<file path="src/memAlignPkg.sv">
package memAlignPkg;

    // line geometry and tlb size are fixed for the whole path
    localparam int LINE_BYTES  = 16;
    localparam int TLB_ENTRIES = 8;

    typedef logic [31:0]               vAddrT;
    // frame number in 14:12, page offset in 11:0
    typedef logic [14:0]               pAddrT;
    typedef logic [LINE_BYTES*8-1:0]   lineDataT;
    typedef logic [LINE_BYTES-1:0]     byteMaskT;
    typedef logic [19:0]               vpnT;
    typedef logic [2:0]                pfnT;
    // physical address bits 14:4
    typedef logic [10:0]               lineIdxT;
    typedef logic [1:0]                accSizeT;

    // access size codes
    localparam accSizeT SIZE_B1 = 2'd0;
    localparam accSizeT SIZE_B2 = 2'd1;
    localparam accSizeT SIZE_B4 = 2'd2;
    localparam accSizeT SIZE_B8 = 2'd3;

    typedef struct packed {
        vpnT  vpn;
        pfnT  pfn;
        logic valid;
        logic writable;
    } tlbEntryT;

    // request data sits in the low bytes, lsb first
    typedef struct packed {
        vAddrT    vAddr;
        accSizeT  size;
        logic     write;
        lineDataT data;
    } memReqT;

    // one access to one physical line, data already in line position
    typedef struct packed {
        lineIdxT  line;
        logic     write;
        byteMaskT mask;
        lineDataT data;
    } lineAccT;

endpackage

</file>
<file path="src/accessAlign.sv">
module accessAlign (
    input  logic                  clk,
    input  logic                  rstN,
    input  logic                  reqValid,
    input  memAlignPkg::memReqT   req,
    input  logic                  fill,
    input  logic [2:0]            fillIdx,
    input  memAlignPkg::tlbEntryT fillEntry,
    output memAlignPkg::lineAccT  acc0,
    output memAlignPkg::lineAccT  acc1,
    output logic                  accValid0,
    output logic                  accValid1,
    output logic                  fault,
    output logic                  faultMiss,
    output logic                  faultProt
);
    import memAlignPkg::*;

    logic [3:0]                  offset;
    logic [4:0]                  byteCnt;
    logic [4:0]                  endPos;
    logic                        split;
    byteMaskT                    sizeMask;
    logic [2*LINE_BYTES-1:0]     maskWide;
    logic [2*LINE_BYTES*8-1:0]   dataWide;
    vAddrT                       nextAddr;
    pfnT                         pfn0;
    pfnT                         pfn1;
    logic                        miss0;
    logic                        miss1;
    logic                        prot0;
    logic                        prot1;
    pAddrT                       pAddr0;
    pAddrT                       pAddr1;
    logic                        anyMiss;
    logic                        anyProt;
    logic                        anyFault;

    assign offset  = req.vAddr[3:0];
    assign byteCnt = 5'd1 << req.size;
    assign endPos  = {1'b0, offset} + byteCnt;
    assign split   = endPos > 5'(LINE_BYTES);

    always_comb begin
        case (req.size)
            SIZE_B1: sizeMask = 16'h0001;
            SIZE_B2: sizeMask = 16'h0003;
            SIZE_B4: sizeMask = 16'h000f;
            SIZE_B8: sizeMask = 16'h00ff;
            default: sizeMask = '0;
        endcase
    end

    // one shift across two lines, the upper half spills into the next line
    assign maskWide = {byteMaskT'('0), sizeMask} << offset;
    assign dataWide = {lineDataT'('0), req.data} << {offset, 3'b000};

    assign nextAddr = req.vAddr + vAddrT'(LINE_BYTES);

    tlbLookup tlbLine0 (
        .clk       (clk),
        .rstN      (rstN),
        .fill      (fill),
        .fillIdx   (fillIdx),
        .fillEntry (fillEntry),
        .vpn       (req.vAddr[31:12]),
        .write     (req.write),
        .pfn       (pfn0),
        .miss      (miss0),
        .prot      (prot0)
    );

    // second lookup for the following line
    tlbLookup tlbLine1 (
        .clk       (clk),
        .rstN      (rstN),
        .fill      (fill),
        .fillIdx   (fillIdx),
        .fillEntry (fillEntry),
        .vpn       (nextAddr[31:12]),
        .write     (req.write),
        .pfn       (pfn1),
        .miss      (miss1),
        .prot      (prot1)
    );

    assign pAddr0 = {pfn0, req.vAddr[11:0]};
    assign pAddr1 = {pfn1, nextAddr[11:0]};

    // second translation only counts when the access really splits
    assign anyMiss  = miss0 || (split && miss1);
    assign anyProt  = prot0 || (split && prot1);
    assign anyFault = anyMiss || anyProt;

    always_ff @(posedge clk or negedge rstN) begin
        if (!rstN) begin
            accValid0 <= 1'b0;
            accValid1 <= 1'b0;
            fault     <= 1'b0;
            faultMiss <= 1'b0;
            faultProt <= 1'b0;
        end else begin
            accValid0 <= reqValid && !anyFault;
            accValid1 <= reqValid && split && !anyFault;
            fault     <= reqValid && anyFault;
            // cause flags hold until the next request
            if (reqValid) begin
                faultMiss <= anyMiss;
                faultProt <= anyProt;
            end
        end
    end

    always_ff @(posedge clk) begin
        if (reqValid) begin
            acc0.line  <= pAddr0[14:4];
            acc0.write <= req.write;
            acc0.mask  <= maskWide[LINE_BYTES-1:0];
            acc0.data  <= dataWide[LINE_BYTES*8-1:0];
            acc1.line  <= pAddr1[14:4];
            acc1.write <= req.write;
            acc1.mask  <= maskWide[2*LINE_BYTES-1:LINE_BYTES];
            acc1.data  <= dataWide[2*LINE_BYTES*8-1:LINE_BYTES*8];
        end
    end

endmodule

</file>
<file path="src/tlbLookup.sv">
module tlbLookup (
    input  logic                  clk,
    input  logic                  rstN,
    input  logic                  fill,
    input  logic [2:0]            fillIdx,
    input  memAlignPkg::tlbEntryT fillEntry,
    input  memAlignPkg::vpnT      vpn,
    input  logic                  write,
    output memAlignPkg::pfnT      pfn,
    output logic                  miss,
    output logic                  prot
);
    import memAlignPkg::*;

    tlbEntryT entries [TLB_ENTRIES];
    logic     hit;
    logic     hitWritable;

    // entries come up invalid
    always_ff @(posedge clk or negedge rstN) begin
        if (!rstN) begin
            for (int i = 0; i < TLB_ENTRIES; i++) begin
                entries[i] <= '0;
            end
        end else if (fill) begin
            entries[fillIdx] <= fillEntry;
        end
    end

    // scan from the top so the lowest matching index wins
    always_comb begin
        hit         = 1'b0;
        hitWritable = 1'b0;
        pfn         = '0;
        for (int i = TLB_ENTRIES - 1; i >= 0; i--) begin
            if (entries[i].valid && (entries[i].vpn == vpn)) begin
                hit         = 1'b1;
                hitWritable = entries[i].writable;
                pfn         = entries[i].pfn;
            end
        end
    end

    assign miss = !hit;
    // only a write to a present, read-only page is a protection fault
    assign prot = hit && write && !hitWritable;

endmodule
</file>
<file path="config.mk">
export PLATFORM = sky130hd
export DESIGN_NAME = accessAlign
export DESIGN_NICKNAME = d
export VERILOG_FILES = /design/src/memAlignPkg.sv /design/src/accessAlign.sv /design/src/tlbLookup.sv
export SDC_FILE = /design/constraint.sdc
export NUM_CORES = 1
export LEC_CHECK = 0
export BUFFER_PORTS_ARGS = -buffer_cell sky130_fd_sc_hd__buf_2
export CAP_MARGIN = 20
export CELL_PAD_IN_SITES_DETAIL_PLACEMENT = 1
export CELL_PAD_IN_SITES_GLOBAL_PLACEMENT = 2
export CORE_MARGIN = 8
export CORE_UTILIZATION = 40
export DETAILED_ROUTE_END_ITERATION = 7
export PLACE_DENSITY_LB_ADDON = 0.05
export SETUP_SLACK_MARGIN = 0.15
export SLEW_MARGIN = 20
export SYNTH_ARGS = -nofsm -noshare
export SYNTH_HDL_FRONTEND = slang
export SYNTH_SLANG_ARGS = --single-unit
</file>
<file path="constraint.sdc">
create_clock -name clk -period 5.25 [get_ports clk]
set_input_delay 0.525 -clock clk [delete_from_list [all_inputs] [get_ports clk]]
set_output_delay 0.525 -clock clk [all_outputs]
set_load 0.01 [all_outputs]
</file>
* Word level (Yosys, flattened, before mapping)
Cells that the tools add are included.
** Word-level totals
- Flip-flop bits (word level) :: 716
- Input port bits :: 195
- Output and inout bits :: 317
- Word-level logic and storage cells :: 193
** Cells by class
- $add $sub $neg :: 2
- $lt $le $gt $ge :: 3
- Equal/unequal tests :: 19
- Shifts and indexed selects :: 3
- Mux-type cells :: 53
- Bitwise gates (word level) :: 1
- Reductions and logical operators :: 36
** Operators by type and width (count)
- $bwmux 200 :: 2
- $eq 20x20->1 :: 16
- $shl 128x7->256 :: 1
- $demux 25 s3 :: 1
- $pmux 16 s4 :: 1
- $mux 3 :: 16
- $add 32x5->32 const B :: 1
- $mux 1 :: 32
- $shl 16x4->32 :: 1
- $logic_and 1x1->1 :: 27
- $mux 25 :: 1
- $add 4x5->5 :: 1
- $gt 5x5->1 const B :: 1
- $logic_not 1->1 :: 5
- $shl 1x2->5 const A :: 1
- $eq 2x2->1 const B :: 2
- $ge 4x4->1 const B :: 1
- $lt 4x1->1 const B :: 1
- $not 3->4 :: 1
- $logic_or 1x1->1 :: 3
- $eq 2x1->1 const B :: 1
- $logic_not 2->1 :: 1

* Depth between registers and ports, before layout
Gate-level depths: netlist of the first run.
- Depth in word-level cells :: 18
- Gate-level depth with buffers :: 15

* Cells and area by module
A second synthesis of the first run with hierarchy kept.
** Unflattened totals
- Cell total of the unflattened synthesis :: 2899
- Area, all modules :: 36656.4 µm²
** By module, submodules not included
- tlbLookup :: instances 2, cells each 730, area an instance 9818.2 µm², sequential area each 5004.8 µm²
- accessAlign :: instances 1, cells each 1439, area an instance 17020.1 µm², sequential area each 8953.6 µm²

* Worst setup path before layout of the first run
Ideal clock, no wire load.
- Path kind :: input to register
- Start point :: input port req[161] (netlist name)
- End point :: register acc0[153] (netlist name) (data pin)
- Arrival time :: 3.441 ns
- Slack :: 1.550 ns
- Stages :: 13
- Cells stage by stage :: clkbuf_1 -> xor2_1 -> nor4_1 -> nand4_1 -> or4_1 -> clkbuf_1 -> mux2_2 -> mux2_2 -> mux2i_1 -> mux2i_1 -> mux2_2 -> mux2_2 -> mux2_2
** Between the ends
- Cells in the longest elaborated chain, start to end :: 10
** Ends and longest elaborated chain
- start: declaration :: line accessAlign.sv:5 : input memAlignPkg::memReqT req,
- $eq 20x20->1 :: line tlbLookup.sv:36 : if (entries[i].valid && (entries[i].vpn == vpn)) begin
- $logic_and 1x1->1 :: line tlbLookup.sv:36
- $mux 3 (7 in series) :: line tlbLookup.sv:36
- $mux 3 * :: line tlbLookup.sv:36
- named net pfn0[0] :: line accessAlign.sv:27 : pfnT pfn0;
- end: declaration :: line accessAlign.sv:9 : output memAlignPkg::lineAccT acc0,
The timed path passes the listed nets; every way through them passes the cells marked *.
A chain may end at the register's enable or synchronous reset.

* Worst setup path after layout of the first run
- Start point :: input port req[151] (netlist name)
- End point :: register acc1[154] (netlist name) (data pin)
** Between the ends
- Cells in the longest elaborated chain, start to end :: 11
** Ends and longest elaborated chain
- $add 32x5->32 * :: line accessAlign.sv:58 : assign nextAddr = req.vAddr + vAddrT'(LINE_BYTES);
- $eq 20x20->1 :: line tlbLookup.sv:36
- $logic_and 1x1->1 :: line tlbLookup.sv:36
- $mux 3 (7 in series) :: line tlbLookup.sv:36
- $mux 3 * :: line tlbLookup.sv:36
- named net pfn1[1] :: line accessAlign.sv:28 : pfnT pfn1;
- end: declaration :: line accessAlign.sv:10 : output memAlignPkg::lineAccT acc1,
Marks and branches as above.

==> flow_summary.rst, run 1 <==
.. list-table::
   :header-rows: 1

   * - Metric
     - Value
   * - CTS tree
     - done
   * - Hold Worst Slack
     - 0.08892 ns
   * - Worst path buffer plus inverter count
     - 6
   * - Source-to-sink clock delay at the later pin of the worst-skew pair
     - roughly 0.65 ns
   * - HPWL reported at the end of detailed placement
     - roughly 120000 um
   * - Data required time of the worst path
     - between 5 and 6 ns
   * - # IOs
     - ~510
   * - Area added between synthesis and finish
     - 20.63%
   * - Power per Cell Area
     - about 350 nW/um2
   * - Yosys top cell area share
     - 0.2923
   * - Max IR drop VDD
     - 0.0002800 V
   * - Number of buffers inserted during clock tree synthesis
     - 55
   * - Core Region
     - roughly 75000 um2
   * - Fmax achieved
     - ~0.23 GHz
   * - Die W
     - 290.8 um
   * - Category of the worst setup path capture point
     - flip-flop
   * - Met1 Routed Length
     - 58650 um
   * - Drt via density
     - 6.223
   * - CTS Root Buffer Type
     - clkbuf_16
   * - Longest Clk Path Bufs
     - 3
   * - Flop and latch count out of synthesis
     - roughly 500
   * - Fraction of registers with async set or reset after synthesis
     - 0.4108
   * - Commonest non-fill, non-tap cell in the layout
     - buf_2
   * - Cell count after synthesis
     - 2851
   * - Static power due to leakage
     - approximately 15 nW
   * - Worst Hold Class
     - input port to flip-flop
   * - Part of the cycle the worst path needs
     - 0.8108
   * - Final number of hold-violating endpoints
     - 0
   * - Commonest non-fill, non-tap cells in the layout
     - buf_2 (488), edfxtp_1 (294), nor2_1 (265)
   * - Setup total negative slack
     - 0 ns
   * - Global-route usage over all layers
     - 0.3591
   * - Wire length of the first global-routing pass
     - 220400 um
   * - Maximum fanout along the worst path
     - 16
   * - Clock-pin slew reported for the worst setup and hold paths after clock tree synthesis
     - around 0.060 ns
   * - Share of synthesized area occupied by flip-flops and latches
     - 0.4622
   * - Drt pass-1 iters
     - 5
   * - Final weighted congestion in routability-driven placement
     - between 1 and 1.5
   * - Worst path max stage delay
     - ~0.75 ns
   * - Design Power
     - around 0.013 W
   * - Post-synth EDFFs
     - between 200 and 300
   * - Antenna-violating nets left
     - 0
   * - Number of nets in the layout
     - 3583
   * - Via count
     - about 27000
   * - Final worst clock skew
     - 0.03373 ns
   * - Summed instance area of the synthesized netlist
     - 30200 um2
   * - Pins Over Slew Limit
     - 0
   * - Cell mode on critical path
     - buf_4
   * - Total met2 wirelength after detailed routing
     - 76760 um
   * - DR WL met3
     - just over 9000 um
   * - Total Wirelength
     - around 160000 um
   * - CTS HTree Levels
     - 2
   * - Largest net degree at the start of global routing
     - about 120
   * - Effective utilization at floorplan
     - 0.4050
   * - Most instantiated flip-flop cell in the synthesis netlist
     - edfxtp_1
   * - CP max stage cell
     - nor4_1
   * - Clk sink count
     - ~500
   * - List of cells traversed by the critical path
     - buf_2, nand4_1, buf_12, nor4_1, buf_4, and2_1, o2111ai_1, nor4_1, buf_4, nand4_1, buf_4, or2_1, buf_4, o21ai_0, mux2i_1, o21ai_1
   * - Top delay family on crit path
     - simple AND/OR/NAND/NOR gates
   * - Main area contributors after synthesis
     - edfxtp_1 (29%), dfrtp_1 (17%), mux2_2 (9.2%), xnor2_1 (4.8%), mux2i_1 (4.7%)
   * - Slew at the pin closest to its max-slew limit
     - around 1.2 ns
   * - Number of antenna violations at the first check in global routing
     - 11
   * - Post-CTS Resized
     - 0
   * - Share of cells above drive strength 1
     - 0.3128
   * - Synth unique cells
     - 96
   * - Number of global-route vias before repair
     - 28300
   * - Number of buffers inserted by port buffering
     - approximately 490
   * - Largest area contributor in the netlist
     - edfxtp_1
   * - Setup repair bufs after CTS
     - 0
   * - Startpoint Class
     - input port
   * - Die H
     - between 200 and 300 um
   * - Avg WL per Cell
     - about 36 um
   * - First-iteration detailed-routing DRC count
     - roughly 2800
   * - Smallest setup slack after layout
     - ~1 ns
   * - Mean post-synth cell area
     - roughly 11 um2
   * - Kind of critical path
     - input port to flip-flop
   * - Highest routed metal layer
     - met4
   * - Number of maximum-capacitance violations
     - 0
   * - Setup Viol. Count Final
     - 0
   * - Die Outline Area
     - 84550 um2
   * - Worst Setup Slack post-DPL
     - 0.3542 ns
   * - DRC viols
     - 0
   * - Total number of placement rows
     - 100
   * - Final global-route overflow total
     - 0
   * - Number of synthesis warnings
     - 0
   * - Shortest period the worst path allows
     - 4.257 ns
   * - Run status
     - finished, final reports clean
   * - Relative slew slack
     - 0.1640
   * - Unrepaired setup endpoints after global routing
     - no
   * - Arrival @ worst endpoint
     - 4.75 ns
==> cell families after synthesis <==
| kind of cell | share of synthesized area |
|---|---|
| multiplexers | 0.1451 |
| AND/OR/NAND/NOR | 0.1512 |
| AO/OA/AOI/OAI | 0.1185 |
| other | 0.0001242 |
| XOR/XNOR | 0.08340 |
| adder cells (fa/ha/maj) | 0.003149 |
| flip-flops | 0.4622 |
| buffers and inverters | 0.03633 |
==> flip-flops by register name (all words and copies together), names as in the netlist <==
name / cells
acc0: 155
fault: 1
faultMiss: 1
tlbLine0.entries: 200
faultProt: 1
accValid0: 1
acc1: 139
accValid1: 1
==> metrics by stage <==
step                utilization  cells  area [um2]
finish                   0.4885   4404       36430
global route             0.4884   4400       36420
CTS                      0.4883   4396       36410
detailed placement       0.4622   4292       34470
global placement         0.4622   4292       34470
floorplan                     -   2867       30260
==> final timing paths <==
| path | startpoint | to | cells after the start | slack, ns |
|---|---|---|---|---|
| setup / recovery | req[151] | acc1[154]$_DFFE_PP_ | 16 | 0.99 |
| hold / removal | req[128] | acc1[144]$_DFFE_PP_ | 1 | 0.09 |
| setup reg to reg | tlbLine0.entries[36]$_DFFE_PN0P_ | acc0[153]$_DFFE_PP_ | 12 | 1.26 |
| hold reg to reg | faultMiss$_DFFE_PN0P_ | faultMiss$_DFFE_PN0P_ | 1 | 0.49 |
| max in group asynchronous | rstN | tlbLine0.entries[171]$_DFFE_PN0P_ | 3 | 3.59 |
| min in group asynchronous | rstN | tlbLine0.entries[142]$_DFFE_PN0P_ | 2 | 0.57 |
==> final cells by class <==
class | instances | area, um2
Timing Repair Buffer | 673 | 3943
Inverter | 31 | 120.1
Tap cell | 969 | 1212
Clock inverter | 30 | 384.1
Antenna cell | 8 | 20.02
Sequential cell | 499 | 13960
Multi-Input combinational cell | 2121 | 15240
Clock buffer | 73 | 1548
Fill cell | 8205 | 38140
==> worst reg2reg max path, stage by stage (launching register included) <==
cell and delay (ns):
dfrtp_1 0.58, xor2_1 0.24, nor4_1 0.49, nand4_1 0.15
or4_1 0.50, buf_4 0.20, mux2_2 0.28, mux2_2 0.26
mux2i_1 0.15, mux2i_1 0.09, mux2_2 0.28, mux2_2 0.27
mux2_2 0.26
==> synthesized netlist by cell type (8+ instances only) <==
cell type and n:
edfxtp_1 294, nor2b_1 37, a22oi_1 12, nand3b_1 9, a211oi_1 28, xnor2_1 165, nor4_1 39, dfrtp_1 205
o21ai_0 141, nand2_1 198, nand2b_1 12, or3_1 11, o211ai_1 8, nand3_1 39, mux4_2 8, buf_1 33
nor2_1 266, and4_1 13, nand4_1 48, buf_4 26, mux2_2 247, o22ai_1 41, nor3_1 52, and3_1 38
mux2i_1 142, o21a_1 8, clkbuf_1 129, a21oi_1 152, o22a_1 9, nor3b_1 12, buf_2 22, o2111ai_1 8
xor2_1 102, or4_1 14, and2_1 33, nand4b_1 8, xnor3_1 8, a22o_1 28, inv_1 29, o221ai_1 11
==> metal layers <==
metal  up-vias  GRT usage
met5         -          0
met4         0     0.2334
met3       431    0.04490
met2      1433     0.6193
met1     14000     0.4195
li1      11540          -
==> power breakdown <==
part	leakage [nW]	switching, W	internal (W)
logic	8.75	0.00192	0.00125
registers	5.30	0.000751	0.00476
clock network	0.937	0.00179	0.00239
total	15.0	0.00446	0.00840
==> timing repair <==
action                     4_1_cts  5_1_grt
hold buffers                     1        0
hold endpoints to repair         3        0
setup endpoints to repair        0        0
No activity file was read; power rests on OpenSTA's default activity.
==> run 2, diff against run 1 <==
Settings changed: ABC_AREA set to 1, CORE_UTILIZATION 40 to 33.
Clock period 5.25 ns to 4.01 ns, I/O delays scaled along.
==> run 2 against run 1 <==
Effect of this change:
- core utilization is 8.7 points lower
- first-iteration DRC count shrank 18%
- worst setup slack got worse by 0.58 ns
- final cell count increased by 23%
- global-route usage down 6.4 points
- routed wire length decreased by 4.4%
- sequential share of layout area increased by 1.3 points
- sequential cell count did not move
- clock power rose by 32%
- critical path type unchanged
- largest power group unchanged
==> flow_summary.rst, run 2 <==
.. list-table::
   :header-rows: 1

   * - Metric
     - Value
   * - Summed instance area of the synthesized netlist
     - 29040 um2 (was 30200 um2)
   * - Synth unique cells
     - 61 (was 96)
   * - Post-CTS Resized
     - 0 (unchanged)
   * - Cell depth of the worst min-delay path
     - 1 (unchanged)
   * - Core Region
     - 87830 um2 (was 74570 um2)
   * - First-iteration detailed-routing DRC count
     - 2288 (was 2784)
   * - Reg-to-reg critical path endpoint
     - accValid1$_DFF_PN0_ (was acc0[153]$_DFFE_PP_)
   * - Sequential standard cell area
     - 13960 um2 (unchanged)
   * - Yosys top cell area share
     - 0.3040 (was 0.2923)
   * - Placed Instances
     - 5241 (was 4292)
   * - Number of antenna violations at the first check in global routing
     - 39 (was 11)
   * - Number of buffers inserted during clock tree synthesis
     - 59 (was 55)
   * - Die H
     - 312.7 um (was 290.8 um)
   * - Area fraction in and, or, nand and nor cells after synthesis
     - 0.2496 (was 0.1512)
   * - Post-synthesis share of cell area spent on xor and xnor gates
     - 0.04614 (was 0.08340)
   * - Pins Over Slew Limit
     - 0 (unchanged)
   * - Fraction of registers with async set or reset after synthesis
     - 0.4108 (unchanged)
   * - Setup Viol. Count Final
     - 0 (unchanged)
   * - Adder-cell share of the synthesized area
     - 0.003274 (was 0.003149)
   * - Global-route usage over all layers
     - 0.2953 (was 0.3591)
   * - Biggest register
     - tlbLine0.entries (unchanged)
   * - Effective utilization at floorplan
     - 0.3307 (was 0.4050)
   * - Share of synthesized area occupied by flip-flops and latches
     - 0.4806 (was 0.4622)
   * - Setup total negative slack
     - 0 ns (unchanged)
   * - Maximum fanout along the worst path
     - 13 (was 16)
   * - DRC viols
     - 0 (unchanged)
   * - Die W
     - 312.7 um (was 290.8 um)
   * - Unrepaired setup endpoints after global routing
     - no (unchanged)
   * - Number of buffers inserted by port buffering
     - 494 (unchanged)
   * - Post-synth EDFFs
     - 294 (unchanged)
   * - Total number of placement rows
     - 109 (was 100)
   * - RR Startpoint
     - tlbLine0.entries[23]$_DFFE_PN0P_ (was tlbLine0.entries[36]$_DFFE_PN0P_)
   * - Largest registers
     - tlbLine0.entries: 200 flops, acc0: 155 flops, acc1: 139 flops (unchanged)
   * - Share of cells above drive strength 1
     - 0.1902 (was 0.3128)
   * - Number of nets in the layout
     - 4359 (was 3583)
   * - Commonest non-fill, non-tap cell in the layout
     - nand2_1 (was buf_2)
   * - Drt via density
     - 5.152 (was 6.223)
   * - Final weighted congestion in routability-driven placement
     - 0.9547 (was 1.006)
   * - CTS tree
     - done (unchanged)
   * - Fraction of synthesized area in multiplexers
     - 0.01142 (was 0.1451)
   * - Via count
     - 27800 (was 27410)
   * - Fmax achieved
     - 0.2783 GHz
   * - Power per Cell Area
     - 453.0 nW/um2 (was 353.1 nW/um2)
   * - Flip-flop count of the largest register after layout
     - 200 (unchanged)
   * - Arrival @ worst endpoint
     - 4.12 ns (was 4.75 ns)
   * - Max IR drop VDD
     - 0.0002988 V (was 0.0002800 V)
   * - Total area of multi-input combinational cells
     - 13070 um2 (was 15240 um2)
   * - Final worst clock skew
     - 0.02582 ns (was 0.03373 ns)
   * - HPWL reported at the end of detailed placement
     - 120100 um (was 123400 um)
   * - Dominant combinational cell family by area after synthesis
     - simple AND/OR/NAND/NOR gates (unchanged)
   * - Mean post-synth cell area
     - 7.897 um2 (was 10.59 um2)
   * - Worst Min Path Start
     - req[137] (was req[128])
   * - CTS HTree Levels
     - 2 (unchanged)
   * - Category of the worst setup path capture point
     - flip-flop (unchanged)
   * - Clock-pin slew reported for the worst setup and hold paths after clock tree synthesis
     - 0.06 ns (about the same)
   * - Final global-route overflow total
     - 0 (unchanged)
   * - List of cells traversed by the critical path
     - dlygate4sd3_1, buf_2, ha_1, nand2_1, nor2_4, nand3_4, nor2_4, inv_2, nand2_1, nand2_1, xor2_1, nand2_1, nor2_2, nand3_1, nand2_1, nor2_1, a21oi_1, nand2_1, nand2_1, nand2_2, nand3_2, inv_1 (was buf_2, nand4_1, buf_12, nor4_1, buf_4, and2_1, o2111ai_1, nor4_1, buf_4, nand4_1, buf_4, or2_1, buf_4, o21ai_0, mux2i_1, o21ai_1)
   * - Most instantiated flip-flop cell in the synthesis netlist
     - edfxtp_1 (unchanged)
   * - Clk sink count
     - 499 (unchanged)
   * - Relative slew slack
     - 0.3480 (was 0.1640)
   * - Filler cells
     - 10820 (was 8205)
   * - Number of maximum-capacitance violations
     - 0 (unchanged)
   * - Number of global-route vias before repair
     - 28410 (was 28300)
   * - Drt pass-1 iters
     - 5 (unchanged)
   * - CP max stage cell
     - dlygate4sd3_1 (was nor4_1)
   * - Main area contributors after synthesis
     - edfxtp_1 (30%), dfrtp_1 (18%), nand2_1 (14%), o21ai_0 (9.8%), nor2_1 (4.2%) (was edfxtp_1 (29%), dfrtp_1 (17%), mux2_2 (9.2%), xnor2_1 (4.8%), mux2i_1 (4.7%))
   * - Flop and latch count out of synthesis
     - 499 (unchanged)
   * - Shortest period the worst path allows
     - between 3 and 4 ns
   * - Worst path max stage delay
     - 0.53 ns (was 0.75 ns)
   * - Part of the cycle the worst path needs
     - 0.8959
   * - # IOs
     - 512 (unchanged)
   * - Kind of critical path
     - input port to flip-flop (unchanged)
   * - Commonest non-fill, non-tap cells in the layout
     - nand2_1 (1071), o21ai_0 (569), buf_2 (488) (was buf_2 (488), edfxtp_1 (294), nor2_1 (265))
   * - Largest area contributor in the netlist
     - edfxtp_1 (unchanged)
   * - Wire length of the first global-routing pass
     - 211500 um (was 220400 um)
   * - Most instantiated library cell after synthesis
     - nand2_1 (was edfxtp_1)
   * - Area added between synthesis and finish
     - 21.43% (was 20.63%)
   * - Smallest setup slack after layout
     - 0.4173 ns (was 0.9934 ns)
   * - Static power due to leakage
     - 15.96 nW (was 14.99 nW)
   * - Longest Clk Path Bufs
     - 3 (unchanged)
   * - Cell count after synthesis
     - 3678 (was 2851)
   * - Source-to-sink clock delay at the later pin of the worst-skew pair
     - 0.66 ns (was 0.65 ns)
   * - Final number of hold-violating endpoints
     - 0 (unchanged)
   * - Number of synthesis warnings
     - 0 (unchanged)
   * - Startpoint Class
     - input port (unchanged)
   * - Largest net degree at the start of global routing
     - 180 (was 124)
   * - Run status
     - finished, final reports clean (unchanged)
   * - Data required time of the worst path
     - 4.54 ns (was 5.75 ns)
   * - Hold Crit Endpoint
     - acc0[147]$_DFFE_PP_ (was acc1[144]$_DFFE_PP_)
   * - Antenna-violating nets left
     - 0 (unchanged)
   * - Worst Setup Slack post-DPL
     - 0.2062 ns (was 0.3542 ns)
   * - Most frequent cells after synthesis
     - nand2_1 (1072), o21ai_0 (569), nor2_1 (327) (was edfxtp_1 (294), nor2_1 (266), mux2_2 (247))
   * - Total Wirelength
     - 150600 um (was 157500 um)
   * - Avg WL per Cell
     - 27.91 um (was 35.77 um)
   * - Worst Hold Class
     - input port to flip-flop (unchanged)
   * - Post-synthesis compound-gate area fraction
     - 0.1369 (was 0.1185)
   * - FF-to-FF setup slack
     - 1.02 ns (was 1.26 ns)
   * - Count of cells along the worst register-to-register path
     - 18 (was 12)
   * - Die Outline Area
     - 97760 um2 (was 84550 um2)
   * - Final non-filler cell total
     - 5395 (was 4404)
   * - CTS Root Buffer Type
     - clkbuf_16 (unchanged)
   * - Cell mode on critical path
     - nand2_1 (was buf_4)
   * - Slew at the pin closest to its max-slew limit
     - 0.9757 ns (was 1.241 ns)
## run 2: worst max-delay path by stage
stage	to	from	depth (start not counted)
2_1_floorplan	accValid1$_DFF_PN0_	req[135]	22
3_3_place_gp	accValid1$_DFF_PN0_	req[136]	22
3_5_place_dp	accValid1$_DFF_PN0_	req[136]	22
4_1_cts	accValid1$_DFF_PN0_	req[136]	23
5_1_grt	accValid0$_DFF_PN0_	req[136]	22
6_report	accValid0$_DFF_PN0_	req[136]	22
## run 2: cell families after synthesis
group / after synthesis
DFF: 499
other: 1
muxes: 33
xor gates and xnor gates: 153
adders and majority gates: 7
and+or+nand+nor: 1721
AOI/OAI and AO/OA: 744
buffers and inverters: 520
## run 2: timing repair
action | 4_1_cts | 5_1_grt
endpoints found under the setup margin | 0 | 3
hold buffers | 17 | 0
hold endpoints to repair | 97 | 0
setup buffers | 0 | 3
## run 2: stage by stage
stage / util / power [W] / area, um2 / hold slack [ns]
global route: 0.4010 / 0.01662 / 35220 / 0.02453
detailed placement: 0.3765 / 0.01055 / 33060 / 0.4753
finish: 0.4016 / 0.01598 / 35270 / 0.04194
floorplan: - / 0.008583 / 29100 / 0.1054
CTS: 0.4006 / 0.01609 / 35180 / 0.008320
global placement: 0.3765 / 0.01052 / 33060 / 0.4671
## run 2: layer usage
metal / part of all wire / up-vias / GRT usage / wire [um]
met5: 0.00070 / - / 0 / 106
met4: 0.043 / 16 / 0.1098 / 6492
met3: 0.048 / 210 / 0.04392 / 7192
met2: 0.51 / 747 / 0.5375 / 76720
met1: 0.40 / 13690 / 0.3496 / 60070
li1: - / 13140 / - / -
## run 2: critical path, delay by kind of cell
family,cells,cell delay (ns)
xor+xnor,1,0.26
compound gates,1,0.13
buf+inv,4,0.85
simple gates,15,2.26
fa+ha+maj,1,0.21
## run 2: cell type report
type                            count  share of cell area
Inverter                          306             0.03278
Clock buffer                       83             0.04701
Timing Repair Buffer              616              0.1026
Tap cell                         1165             0.04133
Antenna cell                       24            0.001703
Sequential cell                   499              0.3958
Multi-Input combinational cell   2675              0.3706
Clock inverter                     27            0.008266
## run 2: power by group
group          leakage, nW  switching (W)  internal [W]  total [W]
combinational         9.62        0.00252       0.00117    0.00368
clock                0.950        0.00235       0.00315    0.00550
sequential            5.39       0.000614       0.00618    0.00679
total                 16.0        0.00548        0.0105     0.0160
